===== config.mk =====
export PLATFORM = sky130hd
export DESIGN_NAME = lc4_superscalar
export DESIGN_NICKNAME = d
export VERILOG_FILES = /design/src/lc4_pkg.sv /design/src/lc4_decoder.sv /design/src/lc4_alu.sv /design/src/lc4_issue.sv /design/src/lc4_regfile.sv /design/src/lc4_exec_lane.sv /design/src/lc4_superscalar.sv
export SDC_FILE = /design/constraint.sdc
export NUM_CORES = 2
export LEC_CHECK = 0
export BUFFER_PORTS_ARGS = -buffer_cell sky130_fd_sc_hd__buf_2
export CAP_MARGIN = 20
export CELL_PAD_IN_SITES_DETAIL_PLACEMENT = 0
export CELL_PAD_IN_SITES_GLOBAL_PLACEMENT = 2
export CORE_UTILIZATION = 25
export DETAILED_ROUTE_END_ITERATION = 10
export PLACE_DENSITY_LB_ADDON = 0.1
export SYNTH_ARGS = -nofsm -noshare
export SYNTH_HDL_FRONTEND = slang
export SYNTH_SLANG_ARGS = --single-unit

===== constraint.sdc =====
create_clock -name gwe -period 15.1 [get_ports gwe]
set_input_delay 2.265 -clock gwe [delete_from_list [all_inputs] [get_ports gwe]]
set_output_delay 2.265 -clock gwe [all_outputs]
set_load 0.01 [all_outputs]

===== src/lc4_pkg.sv =====
`default_nettype none

package lc4_pkg;

    // datapath and register file sizing
    localparam int XLEN     = 16;
    localparam int REG_AW   = 3;
    localparam int NUM_REGS = 8;

    // first fetch address after reset
    localparam logic [XLEN-1:0] RESET_PC = 16'h8200;

    // LC4 primary opcodes, insn[15:12]
    typedef enum logic [3:0] {
        OPC_BR      = 4'b0000,
        OPC_ARITH   = 4'b0001,
        OPC_CMP     = 4'b0010,
        OPC_JSRX    = 4'b0100,
        OPC_LOGIC   = 4'b0101,
        OPC_LDR     = 4'b0110,
        OPC_STR     = 4'b0111,
        OPC_RTI     = 4'b1000,
        OPC_CONST   = 4'b1001,
        OPC_SHIFT   = 4'b1010,
        OPC_JMPX    = 4'b1100,
        OPC_HICONST = 4'b1101,
        OPC_TRAP    = 4'b1111
    } opcode_e;

    // operations the execute lanes actually perform
    typedef enum logic [3:0] {
        OP_NOP,
        OP_ADD,
        OP_MUL,
        OP_SUB,
        OP_ADDI,
        OP_AND,
        OP_NOT,
        OP_OR,
        OP_XOR,
        OP_ANDI,
        OP_CONST,
        OP_HICONST,
        OP_SLL,
        OP_SRA,
        OP_SRL
    } alu_op_e;

    // one decoded instruction
    typedef struct packed {
        logic              valid;
        logic [XLEN-1:0]   pc;
        logic [XLEN-1:0]   insn;
        logic [REG_AW-1:0] rs;
        logic [REG_AW-1:0] rt;
        logic              rs_re;
        logic              rt_re;
        logic [REG_AW-1:0] rd;
        logic              rd_we;
        alu_op_e           alu_op;
    } uop_t;

    // one completed instruction, also the register file write request
    typedef struct packed {
        logic              valid;
        logic [XLEN-1:0]   pc;
        logic [XLEN-1:0]   insn;
        logic [REG_AW-1:0] rd;
        logic              rd_we;
        logic [XLEN-1:0]   data;
    } retire_t;

endpackage

`default_nettype wire


===== src/lc4_decoder.sv =====
`timescale 1ns/1ps
`default_nettype none

module lc4_decoder (
    input  wire logic [lc4_pkg::XLEN-1:0] i_insn,
    input  wire logic [lc4_pkg::XLEN-1:0] i_pc,
    output lc4_pkg::uop_t                 o_uop
);

    lc4_pkg::opcode_e opcode;
    lc4_pkg::alu_op_e op;

    assign opcode = lc4_pkg::opcode_e'(i_insn[15:12]);

    // pick the operation, anything outside the kept group is a nop
    always_comb begin
        op = lc4_pkg::OP_NOP;
        case (opcode)
            lc4_pkg::OPC_ARITH: begin
                if (i_insn[5]) begin
                    op = lc4_pkg::OP_ADDI;
                end else begin
                    case (i_insn[4:3])
                        2'b00:   op = lc4_pkg::OP_ADD;
                        2'b01:   op = lc4_pkg::OP_MUL;
                        2'b10:   op = lc4_pkg::OP_SUB;
                        // DIV is not implemented
                        default: op = lc4_pkg::OP_NOP;
                    endcase
                end
            end
            lc4_pkg::OPC_LOGIC: begin
                if (i_insn[5]) begin
                    op = lc4_pkg::OP_ANDI;
                end else begin
                    case (i_insn[4:3])
                        2'b00:   op = lc4_pkg::OP_AND;
                        2'b01:   op = lc4_pkg::OP_NOT;
                        2'b10:   op = lc4_pkg::OP_OR;
                        default: op = lc4_pkg::OP_XOR;
                    endcase
                end
            end
            lc4_pkg::OPC_CONST:   op = lc4_pkg::OP_CONST;
            lc4_pkg::OPC_HICONST: op = lc4_pkg::OP_HICONST;
            lc4_pkg::OPC_SHIFT: begin
                case (i_insn[5:4])
                    2'b00:   op = lc4_pkg::OP_SLL;
                    2'b01:   op = lc4_pkg::OP_SRA;
                    2'b10:   op = lc4_pkg::OP_SRL;
                    // MOD is not implemented
                    default: op = lc4_pkg::OP_NOP;
                endcase
            end
            default: op = lc4_pkg::OP_NOP;
        endcase
    end

    always_comb begin
        o_uop.valid  = 1'b1;
        o_uop.pc     = i_pc;
        o_uop.insn   = i_insn;
        o_uop.rd     = i_insn[11:9];
        // HICONST merges into its own destination, so it reads rd as rs
        o_uop.rs     = (op == lc4_pkg::OP_HICONST) ? i_insn[11:9] : i_insn[8:6];
        o_uop.rt     = i_insn[2:0];
        o_uop.rs_re  = (op != lc4_pkg::OP_NOP) && (op != lc4_pkg::OP_CONST);
        o_uop.rt_re  = (op == lc4_pkg::OP_ADD) || (op == lc4_pkg::OP_MUL) ||
                       (op == lc4_pkg::OP_SUB) || (op == lc4_pkg::OP_AND) ||
                       (op == lc4_pkg::OP_OR)  || (op == lc4_pkg::OP_XOR);
        // every kept operation writes rd
        o_uop.rd_we  = (op != lc4_pkg::OP_NOP);
        o_uop.alu_op = op;
    end

endmodule

`default_nettype wire


===== src/lc4_alu.sv =====
`timescale 1ns/1ps
`default_nettype none

module lc4_alu (
    input  wire lc4_pkg::alu_op_e         i_op,
    input  wire logic [lc4_pkg::XLEN-1:0] i_insn,
    input  wire logic [lc4_pkg::XLEN-1:0] i_rs,
    input  wire logic [lc4_pkg::XLEN-1:0] i_rt,
    output logic      [lc4_pkg::XLEN-1:0] o_result
);

    logic [lc4_pkg::XLEN-1:0] imm5_sext;
    logic [lc4_pkg::XLEN-1:0] imm9_sext;
    logic [3:0]               shamt;

    assign imm5_sext = {{11{i_insn[4]}}, i_insn[4:0]};
    assign imm9_sext = {{7{i_insn[8]}}, i_insn[8:0]};
    assign shamt     = i_insn[3:0];

    // all arithmetic wraps at 16 bits
    always_comb begin
        case (i_op)
            lc4_pkg::OP_ADD:     o_result = i_rs + i_rt;
            lc4_pkg::OP_MUL:     o_result = i_rs * i_rt;
            lc4_pkg::OP_SUB:     o_result = i_rs - i_rt;
            lc4_pkg::OP_ADDI:    o_result = i_rs + imm5_sext;
            lc4_pkg::OP_AND:     o_result = i_rs & i_rt;
            lc4_pkg::OP_NOT:     o_result = ~i_rs;
            lc4_pkg::OP_OR:      o_result = i_rs | i_rt;
            lc4_pkg::OP_XOR:     o_result = i_rs ^ i_rt;
            lc4_pkg::OP_ANDI:    o_result = i_rs & imm5_sext;
            lc4_pkg::OP_CONST:   o_result = imm9_sext;
            // new high byte over the old low byte
            lc4_pkg::OP_HICONST: o_result = {i_insn[7:0], i_rs[7:0]};
            lc4_pkg::OP_SLL:     o_result = i_rs << shamt;
            lc4_pkg::OP_SRA:     o_result = $signed(i_rs) >>> shamt;
            lc4_pkg::OP_SRL:     o_result = i_rs >> shamt;
            default:             o_result = '0;
        endcase
    end

endmodule

`default_nettype wire


===== src/lc4_issue.sv =====
`timescale 1ns/1ps
`default_nettype none

module lc4_issue (
    input  wire logic                     gwe,
    input  wire logic                     i_rst_n,
    input  wire logic [lc4_pkg::XLEN-1:0] i_insn_a,
    input  wire logic [lc4_pkg::XLEN-1:0] i_insn_b,
    output logic      [lc4_pkg::XLEN-1:0] o_pc,
    output lc4_pkg::uop_t                 o_uop_a,
    output lc4_pkg::uop_t                 o_uop_b
);

    logic [lc4_pkg::XLEN-1:0] pc_q;
    logic [lc4_pkg::XLEN-1:0] pc_plus_one;
    logic [lc4_pkg::XLEN-1:0] pc_next;
    lc4_pkg::uop_t            uop_a;
    lc4_pkg::uop_t            uop_b;
    logic                     split;

    assign pc_plus_one = pc_q + 1'b1;

    // slot A sits at the PC, slot B right behind it
    lc4_decoder dec_a (
        .i_insn (i_insn_a),
        .i_pc   (pc_q),
        .o_uop  (uop_a)
    );

    lc4_decoder dec_b (
        .i_insn (i_insn_b),
        .i_pc   (pc_plus_one),
        .o_uop  (uop_b)
    );

    // B cannot see A's result in the same cycle, so hold it back
    assign split = uop_a.rd_we &&
                   ((uop_b.rs_re && (uop_b.rs == uop_a.rd)) ||
                    (uop_b.rt_re && (uop_b.rt == uop_a.rd)));

    // a held back B becomes slot A of the next pair
    assign pc_next = split ? pc_plus_one : pc_plus_one + 1'b1;

    always_ff @(posedge gwe) begin
        if (!i_rst_n) begin
            pc_q <= lc4_pkg::RESET_PC;
        end else begin
            pc_q <= pc_next;
        end
    end

    always_comb begin
        o_uop_a       = uop_a;
        o_uop_b       = uop_b;
        o_uop_b.valid = uop_b.valid & ~split;
    end

    assign o_pc = pc_q;

endmodule

`default_nettype wire


===== src/lc4_regfile.sv =====
`timescale 1ns/1ps
`default_nettype none

module lc4_regfile (
    input  wire logic                       gwe,
    input  wire logic                       i_rst_n,
    input  wire logic [lc4_pkg::REG_AW-1:0] i_rs_a,
    input  wire logic [lc4_pkg::REG_AW-1:0] i_rt_a,
    input  wire logic [lc4_pkg::REG_AW-1:0] i_rs_b,
    input  wire logic [lc4_pkg::REG_AW-1:0] i_rt_b,
    output logic      [lc4_pkg::XLEN-1:0]   o_rs_a,
    output logic      [lc4_pkg::XLEN-1:0]   o_rt_a,
    output logic      [lc4_pkg::XLEN-1:0]   o_rs_b,
    output logic      [lc4_pkg::XLEN-1:0]   o_rt_b,
    input  wire lc4_pkg::retire_t           i_wr_a,
    input  wire lc4_pkg::retire_t           i_wr_b
);

    logic [lc4_pkg::XLEN-1:0] regs [lc4_pkg::NUM_REGS];

    // newest value of a register, B before A before the array
    function automatic logic [lc4_pkg::XLEN-1:0] read_port(
        input logic [lc4_pkg::REG_AW-1:0] sel
    );
        logic [lc4_pkg::XLEN-1:0] val;
        val = regs[sel];
        if (i_wr_a.valid && i_wr_a.rd_we && (i_wr_a.rd == sel)) begin
            val = i_wr_a.data;
        end
        if (i_wr_b.valid && i_wr_b.rd_we && (i_wr_b.rd == sel)) begin
            val = i_wr_b.data;
        end
        return val;
    endfunction

    // lane B is younger, so its write lands last
    always_ff @(posedge gwe) begin
        if (!i_rst_n) begin
            for (int i = 0; i < lc4_pkg::NUM_REGS; i++) begin
                regs[i] <= '0;
            end
        end else begin
            if (i_wr_a.valid && i_wr_a.rd_we) begin
                regs[i_wr_a.rd] <= i_wr_a.data;
            end
            if (i_wr_b.valid && i_wr_b.rd_we) begin
                regs[i_wr_b.rd] <= i_wr_b.data;
            end
        end
    end

    always_comb begin
        o_rs_a = read_port(i_rs_a);
        o_rt_a = read_port(i_rt_a);
        o_rs_b = read_port(i_rs_b);
        o_rt_b = read_port(i_rt_b);
    end

endmodule

`default_nettype wire


===== src/lc4_exec_lane.sv =====
`timescale 1ns/1ps
`default_nettype none

module lc4_exec_lane (
    input  wire logic                     gwe,
    input  wire logic                     i_rst_n,
    input  wire lc4_pkg::uop_t            i_uop,
    input  wire logic [lc4_pkg::XLEN-1:0] i_rs_data,
    input  wire logic [lc4_pkg::XLEN-1:0] i_rt_data,
    input  wire lc4_pkg::retire_t         i_fwd_a,
    input  wire lc4_pkg::retire_t         i_fwd_b,
    output lc4_pkg::retire_t              o_retire
);

    lc4_pkg::uop_t            ex_uop;
    logic [lc4_pkg::XLEN-1:0] ex_rs_q;
    logic [lc4_pkg::XLEN-1:0] ex_rt_q;
    logic [lc4_pkg::XLEN-1:0] rs_val;
    logic [lc4_pkg::XLEN-1:0] rt_val;
    logic [lc4_pkg::XLEN-1:0] alu_result;

    // the pair in writeback is one pair older than this one
    function automatic logic [lc4_pkg::XLEN-1:0] fwd_operand(
        input logic [lc4_pkg::REG_AW-1:0] sel,
        input logic [lc4_pkg::XLEN-1:0]   rf_val,
        input lc4_pkg::retire_t           wb_a,
        input lc4_pkg::retire_t           wb_b
    );
        if (wb_b.valid && wb_b.rd_we && (wb_b.rd == sel)) begin
            return wb_b.data;
        end else if (wb_a.valid && wb_a.rd_we && (wb_a.rd == sel)) begin
            return wb_a.data;
        end
        return rf_val;
    endfunction

    // execute register
    always_ff @(posedge gwe) begin
        ex_uop  <= i_uop;
        ex_rs_q <= i_rs_data;
        ex_rt_q <= i_rt_data;
        if (!i_rst_n) begin
            ex_uop.valid <= 1'b0;
        end
    end

    always_comb begin
        rs_val = fwd_operand(ex_uop.rs, ex_rs_q, i_fwd_a, i_fwd_b);
        rt_val = fwd_operand(ex_uop.rt, ex_rt_q, i_fwd_a, i_fwd_b);
    end

    lc4_alu alu (
        .i_op     (ex_uop.alu_op),
        .i_insn   (ex_uop.insn),
        .i_rs     (rs_val),
        .i_rt     (rt_val),
        .o_result (alu_result)
    );

    // writeback register
    always_ff @(posedge gwe) begin
        o_retire.pc    <= ex_uop.pc;
        o_retire.insn  <= ex_uop.insn;
        o_retire.rd    <= ex_uop.rd;
        o_retire.rd_we <= ex_uop.valid & ex_uop.rd_we;
        o_retire.data  <= alu_result;
        if (!i_rst_n) begin
            o_retire.valid <= 1'b0;
        end else begin
            o_retire.valid <= ex_uop.valid;
        end
    end

endmodule

`default_nettype wire


===== src/lc4_superscalar.sv =====
`timescale 1ns/1ps
`default_nettype none

module lc4_superscalar (
    input  wire logic                     gwe,
    input  wire logic                     i_rst_n,
    output logic      [lc4_pkg::XLEN-1:0] o_pc,
    input  wire logic [lc4_pkg::XLEN-1:0] i_insn_a,
    input  wire logic [lc4_pkg::XLEN-1:0] i_insn_b,
    output lc4_pkg::retire_t              o_retire_a,
    output lc4_pkg::retire_t              o_retire_b
);

    lc4_pkg::uop_t            uop_a;
    lc4_pkg::uop_t            uop_b;
    logic [lc4_pkg::XLEN-1:0] rs_data_a;
    logic [lc4_pkg::XLEN-1:0] rt_data_a;
    logic [lc4_pkg::XLEN-1:0] rs_data_b;
    logic [lc4_pkg::XLEN-1:0] rt_data_b;
    lc4_pkg::retire_t         retire_a;
    lc4_pkg::retire_t         retire_b;

    // fetch and decode, one or two uops per cycle
    lc4_issue issue (
        .gwe      (gwe),
        .i_rst_n  (i_rst_n),
        .i_insn_a (i_insn_a),
        .i_insn_b (i_insn_b),
        .o_pc     (o_pc),
        .o_uop_a  (uop_a),
        .o_uop_b  (uop_b)
    );

    // operands are read during decode, write-through covers the writeback pair
    lc4_regfile regfile (
        .gwe     (gwe),
        .i_rst_n (i_rst_n),
        .i_rs_a  (uop_a.rs),
        .i_rt_a  (uop_a.rt),
        .i_rs_b  (uop_b.rs),
        .i_rt_b  (uop_b.rt),
        .o_rs_a  (rs_data_a),
        .o_rt_a  (rt_data_a),
        .o_rs_b  (rs_data_b),
        .o_rt_b  (rt_data_b),
        .i_wr_a  (retire_a),
        .i_wr_b  (retire_b)
    );

    // both lanes forward from the same pair of writeback registers
    lc4_exec_lane lane_a (
        .gwe       (gwe),
        .i_rst_n   (i_rst_n),
        .i_uop     (uop_a),
        .i_rs_data (rs_data_a),
        .i_rt_data (rt_data_a),
        .i_fwd_a   (retire_a),
        .i_fwd_b   (retire_b),
        .o_retire  (retire_a)
    );

    lc4_exec_lane lane_b (
        .gwe       (gwe),
        .i_rst_n   (i_rst_n),
        .i_uop     (uop_b),
        .i_rs_data (rs_data_b),
        .i_rt_data (rt_data_b),
        .i_fwd_a   (retire_a),
        .i_fwd_b   (retire_b),
        .o_retire  (retire_b)
    );

    assign o_retire_a = retire_a;
    assign o_retire_b = retire_b;

endmodule

`default_nettype wire


==> flow_summary.ini <==
[floorplan]
rows = 135
dieHeight_um = 373
coreArea_mm2 = 0.136
fp.dieW_um = 373
dieArea_mm2 = 0.139
io_pins = 156
start_util = 0.253

[timing]
finClkSkew_ps = 53.0
max_slew_margin = 0.320
finalCritPeriodShare = 0.528
fmax_mhz = 125
grt_setup_unrepaired = no
drv_slew = 0
setup_tns_ps = 0
worst_slew_pin_slew_ps = 1020
setup_viol = 0
hold_viol = 0
post-route-min-period_ps = 7970

[logic_synthesis]
async_reset_ff_frac = 0
ys.flop_type = dfxtp_1
synthDominantCellAreaShare = 0.152
synth_edf_count = 128
yosysMostFrequentCell = nand2_1
synth-seq-area-share = 0.264
synth_area_per_cell_um2 = 8.60
yosys.cell_types.count = 90
synthTopCellsByArea = dfxtp_1, edfxtp_1, fa_1, nand2_1, ha_1
synthTopCellsByCount = nand2_1, nor2_1, dfxtp_1, inv_1, clkbuf_1
synth_nets = 4385
yosys_register_bits = 390
yosysWarnings = 0
yosys.area.top_type = dfxtp_1
syn_inst = 4006
syn_area_mm2 = 0.0344

[drt]
num_vias = 31300
via_per_inst = 5.34
routed_wl_um = 176000
drc_errors = 0
drtAntennaViolNets = 0
drt_pass1_iterations = 5
first_iter_violations = 2830
wl_per_cell_um = 30.0

[grt]
grt_max_degree = 67
antenna_found_initial = 12
overflow = 0
grt_pass1_vias = 31900
grt_pass1_wl_um = 249000
grtUsageTotal = 0.248

[clock_network]
cts_tree = done
cts.clk_slew.worst_paths_ps = 80
htree_levels = 2
clockBufferDepth = 3
cts_setup_buffers = 0
worstSkewPairLatency_ps = 660
clock_sinks = 390
cts-root-buf = clkbuf_16
cts_resized = 0
ctsHoldBuffers = 0
cts_buffers = 52

[layout]
final_cells = 5867
final_nets = 4420
drive_gt1_frac = 0.151
area_delta_synth_final_pct = 13.9
final_area_mm2 = 0.0392
utilization = 0.288
nFillCells = 14600

[placed_design]
dpl_cell_area_mm2 = 0.0374
place_hpwl_um = 122000
place_congestion = 0.879
port_buffers = 155
dp_cells = 5768

[power_and_ir_drop]
switching_share = 0.455
comb_power_share = 0.544
p_per_area_mw_per_mm2 = 145
cell_internal_pwr_mw = 3.10
p_leak_nw = 15.7
power_frac_clock = 0.236
pwr-share-seq = 0.220
power.net_switching_mw = 2.59
ir_drop_mv = 0.0937

[worst_setup_path]
worstRegToRegCells = 23
worst_setup_path_end_kind = flip-flop
worstSetupPathType = reg -> reg
start_kind = flip-flop
arrival_ps = 8480
critPathMaxFanout = 18
crit_required_ps = 15610

[hold_path]
hold_class = reg -> reg
hold_depth = 0

[flow_run]
maxCapViolCount = 0

[outcome]
outcome = completed
==> cells in the final DEF, fill, tap and decap left out, drive strengths merged, types with 64 or more instances in the layout <==
| cell type | count |
|---|---|
| a22o | 129 |
| edfxtp | 128 |
| nor2 | 309 |
| clkbuf | 75 |
| fa | 162 |
| ha | 183 |
| a21oi | 134 |
| nand2 | 639 |
| xor2 | 64 |
| inv | 292 |
| mux4 | 77 |
| nand3 | 118 |
| o21ai | 251 |
| mux2i | 122 |
| buf | 305 |
| xnor2 | 132 |
| dfxtp | 262 |
==> final timing paths <==
kind / to / slack, ps / from
min: lane_a.o_retire[30]$_DFF_P_ / 310 / lane_a.ex_uop[26]$_DFF_P_
max: lane_a.o_retire[13]$_SDFF_PN0_ / 7130 / lane_a.o_retire[31]$_DFF_P_
min reg2reg: lane_a.o_retire[30]$_DFF_P_ / 310 / lane_a.ex_uop[26]$_DFF_P_
max reg2reg: lane_a.o_retire[13]$_SDFF_PN0_ / 7130 / lane_a.o_retire[31]$_DFF_P_
==> power groups by stage <==
stage	registers, mW	logic, mW	clock network, mW
after global placement	1.27	3.11	0
final	1.25	3.09	1.34
after CTS	1.25	3.11	1.38
after global routing	1.26	3.39	1.42
after detailed placement	1.27	3.08	0
after floorplan	1.26	1.95	0
==> worst max-delay path, cell delays in order (launching register included) <==
cell and delay (ps):
dfxtp_1 750, xor2_1 220, or4_4 710, mux2i_1 180, o21ai_1 710, inv_1 530, nor2_1 260, fa_1 480
fa_1 560, ha_1 130, inv_1 40, fa_1 460, fa_1 500, fa_1 490, inv_1 40, ha_1 310
o21ai_0 90, nand2b_1 130, a21o_1 220, a41o_1 270, nor2_1 120, xnor2_1 80, a2111oi_0 380, o21ai_0 130
==> kinds of logic (layout without fill, tap and decap cells) <==
family,after synthesis,count (layout),synth area share
compound gates,916,916,0.183
xor+xnor,199,199,0.0518
fa+ha+maj,345,345,0.161
buf+inv,618,696,0.0724
flops,390,390,0.264
mux,252,252,0.103
other cells,0,2,0
simple gates,1286,1286,0.165
==> layout make-up <==
type                       instances  area [um^2]  share of cell area
antenna                            2         5.00            0.000128
clock inverter                    22          272             0.00692
tap                             1781         2230              0.0568
timing repair buffer             305         1900              0.0485
multi-input combinational       2998        23100               0.588
clock buffer                      75         1560              0.0399
inverter                         294         1100              0.0281
sequential                       390         9090               0.232
==> stage by stage <==
step                power, mW  setup WS (ps)  hold WS [ps]
global route             6.07           6660           323
finish                   5.68           7130           311
detailed placement       4.35           7200           312
CTS                      5.74           7160           310
floorplan                3.21           8130           310
global placement         4.38           7230           310
==> layer usage <==
metal	part of all wire	GRT usage
met5	0.00030	0
met4	0.028	0.0654
met2	0.46	0.408
met3	0.051	0.0336
met1	0.46	0.338
==> sequential cells by signal, summed over array words and instances (netlist names) <==
| register | cells |
|---|---|
| issue.o_pc | 16 |
| lane_a.ex_rs_q | 16 |
| lane_a.ex_rt_q | 16 |
| lane_a.ex_uop | 41 |
| lane_a.o_retire | 50 |
| lane_b.ex_rs_q | 16 |
| lane_b.ex_rt_q | 16 |
| lane_b.ex_uop | 41 |
| lane_b.o_retire | 50 |
| regfile.regs | 128 |
No activity file was read; power rests on OpenSTA's default activity.
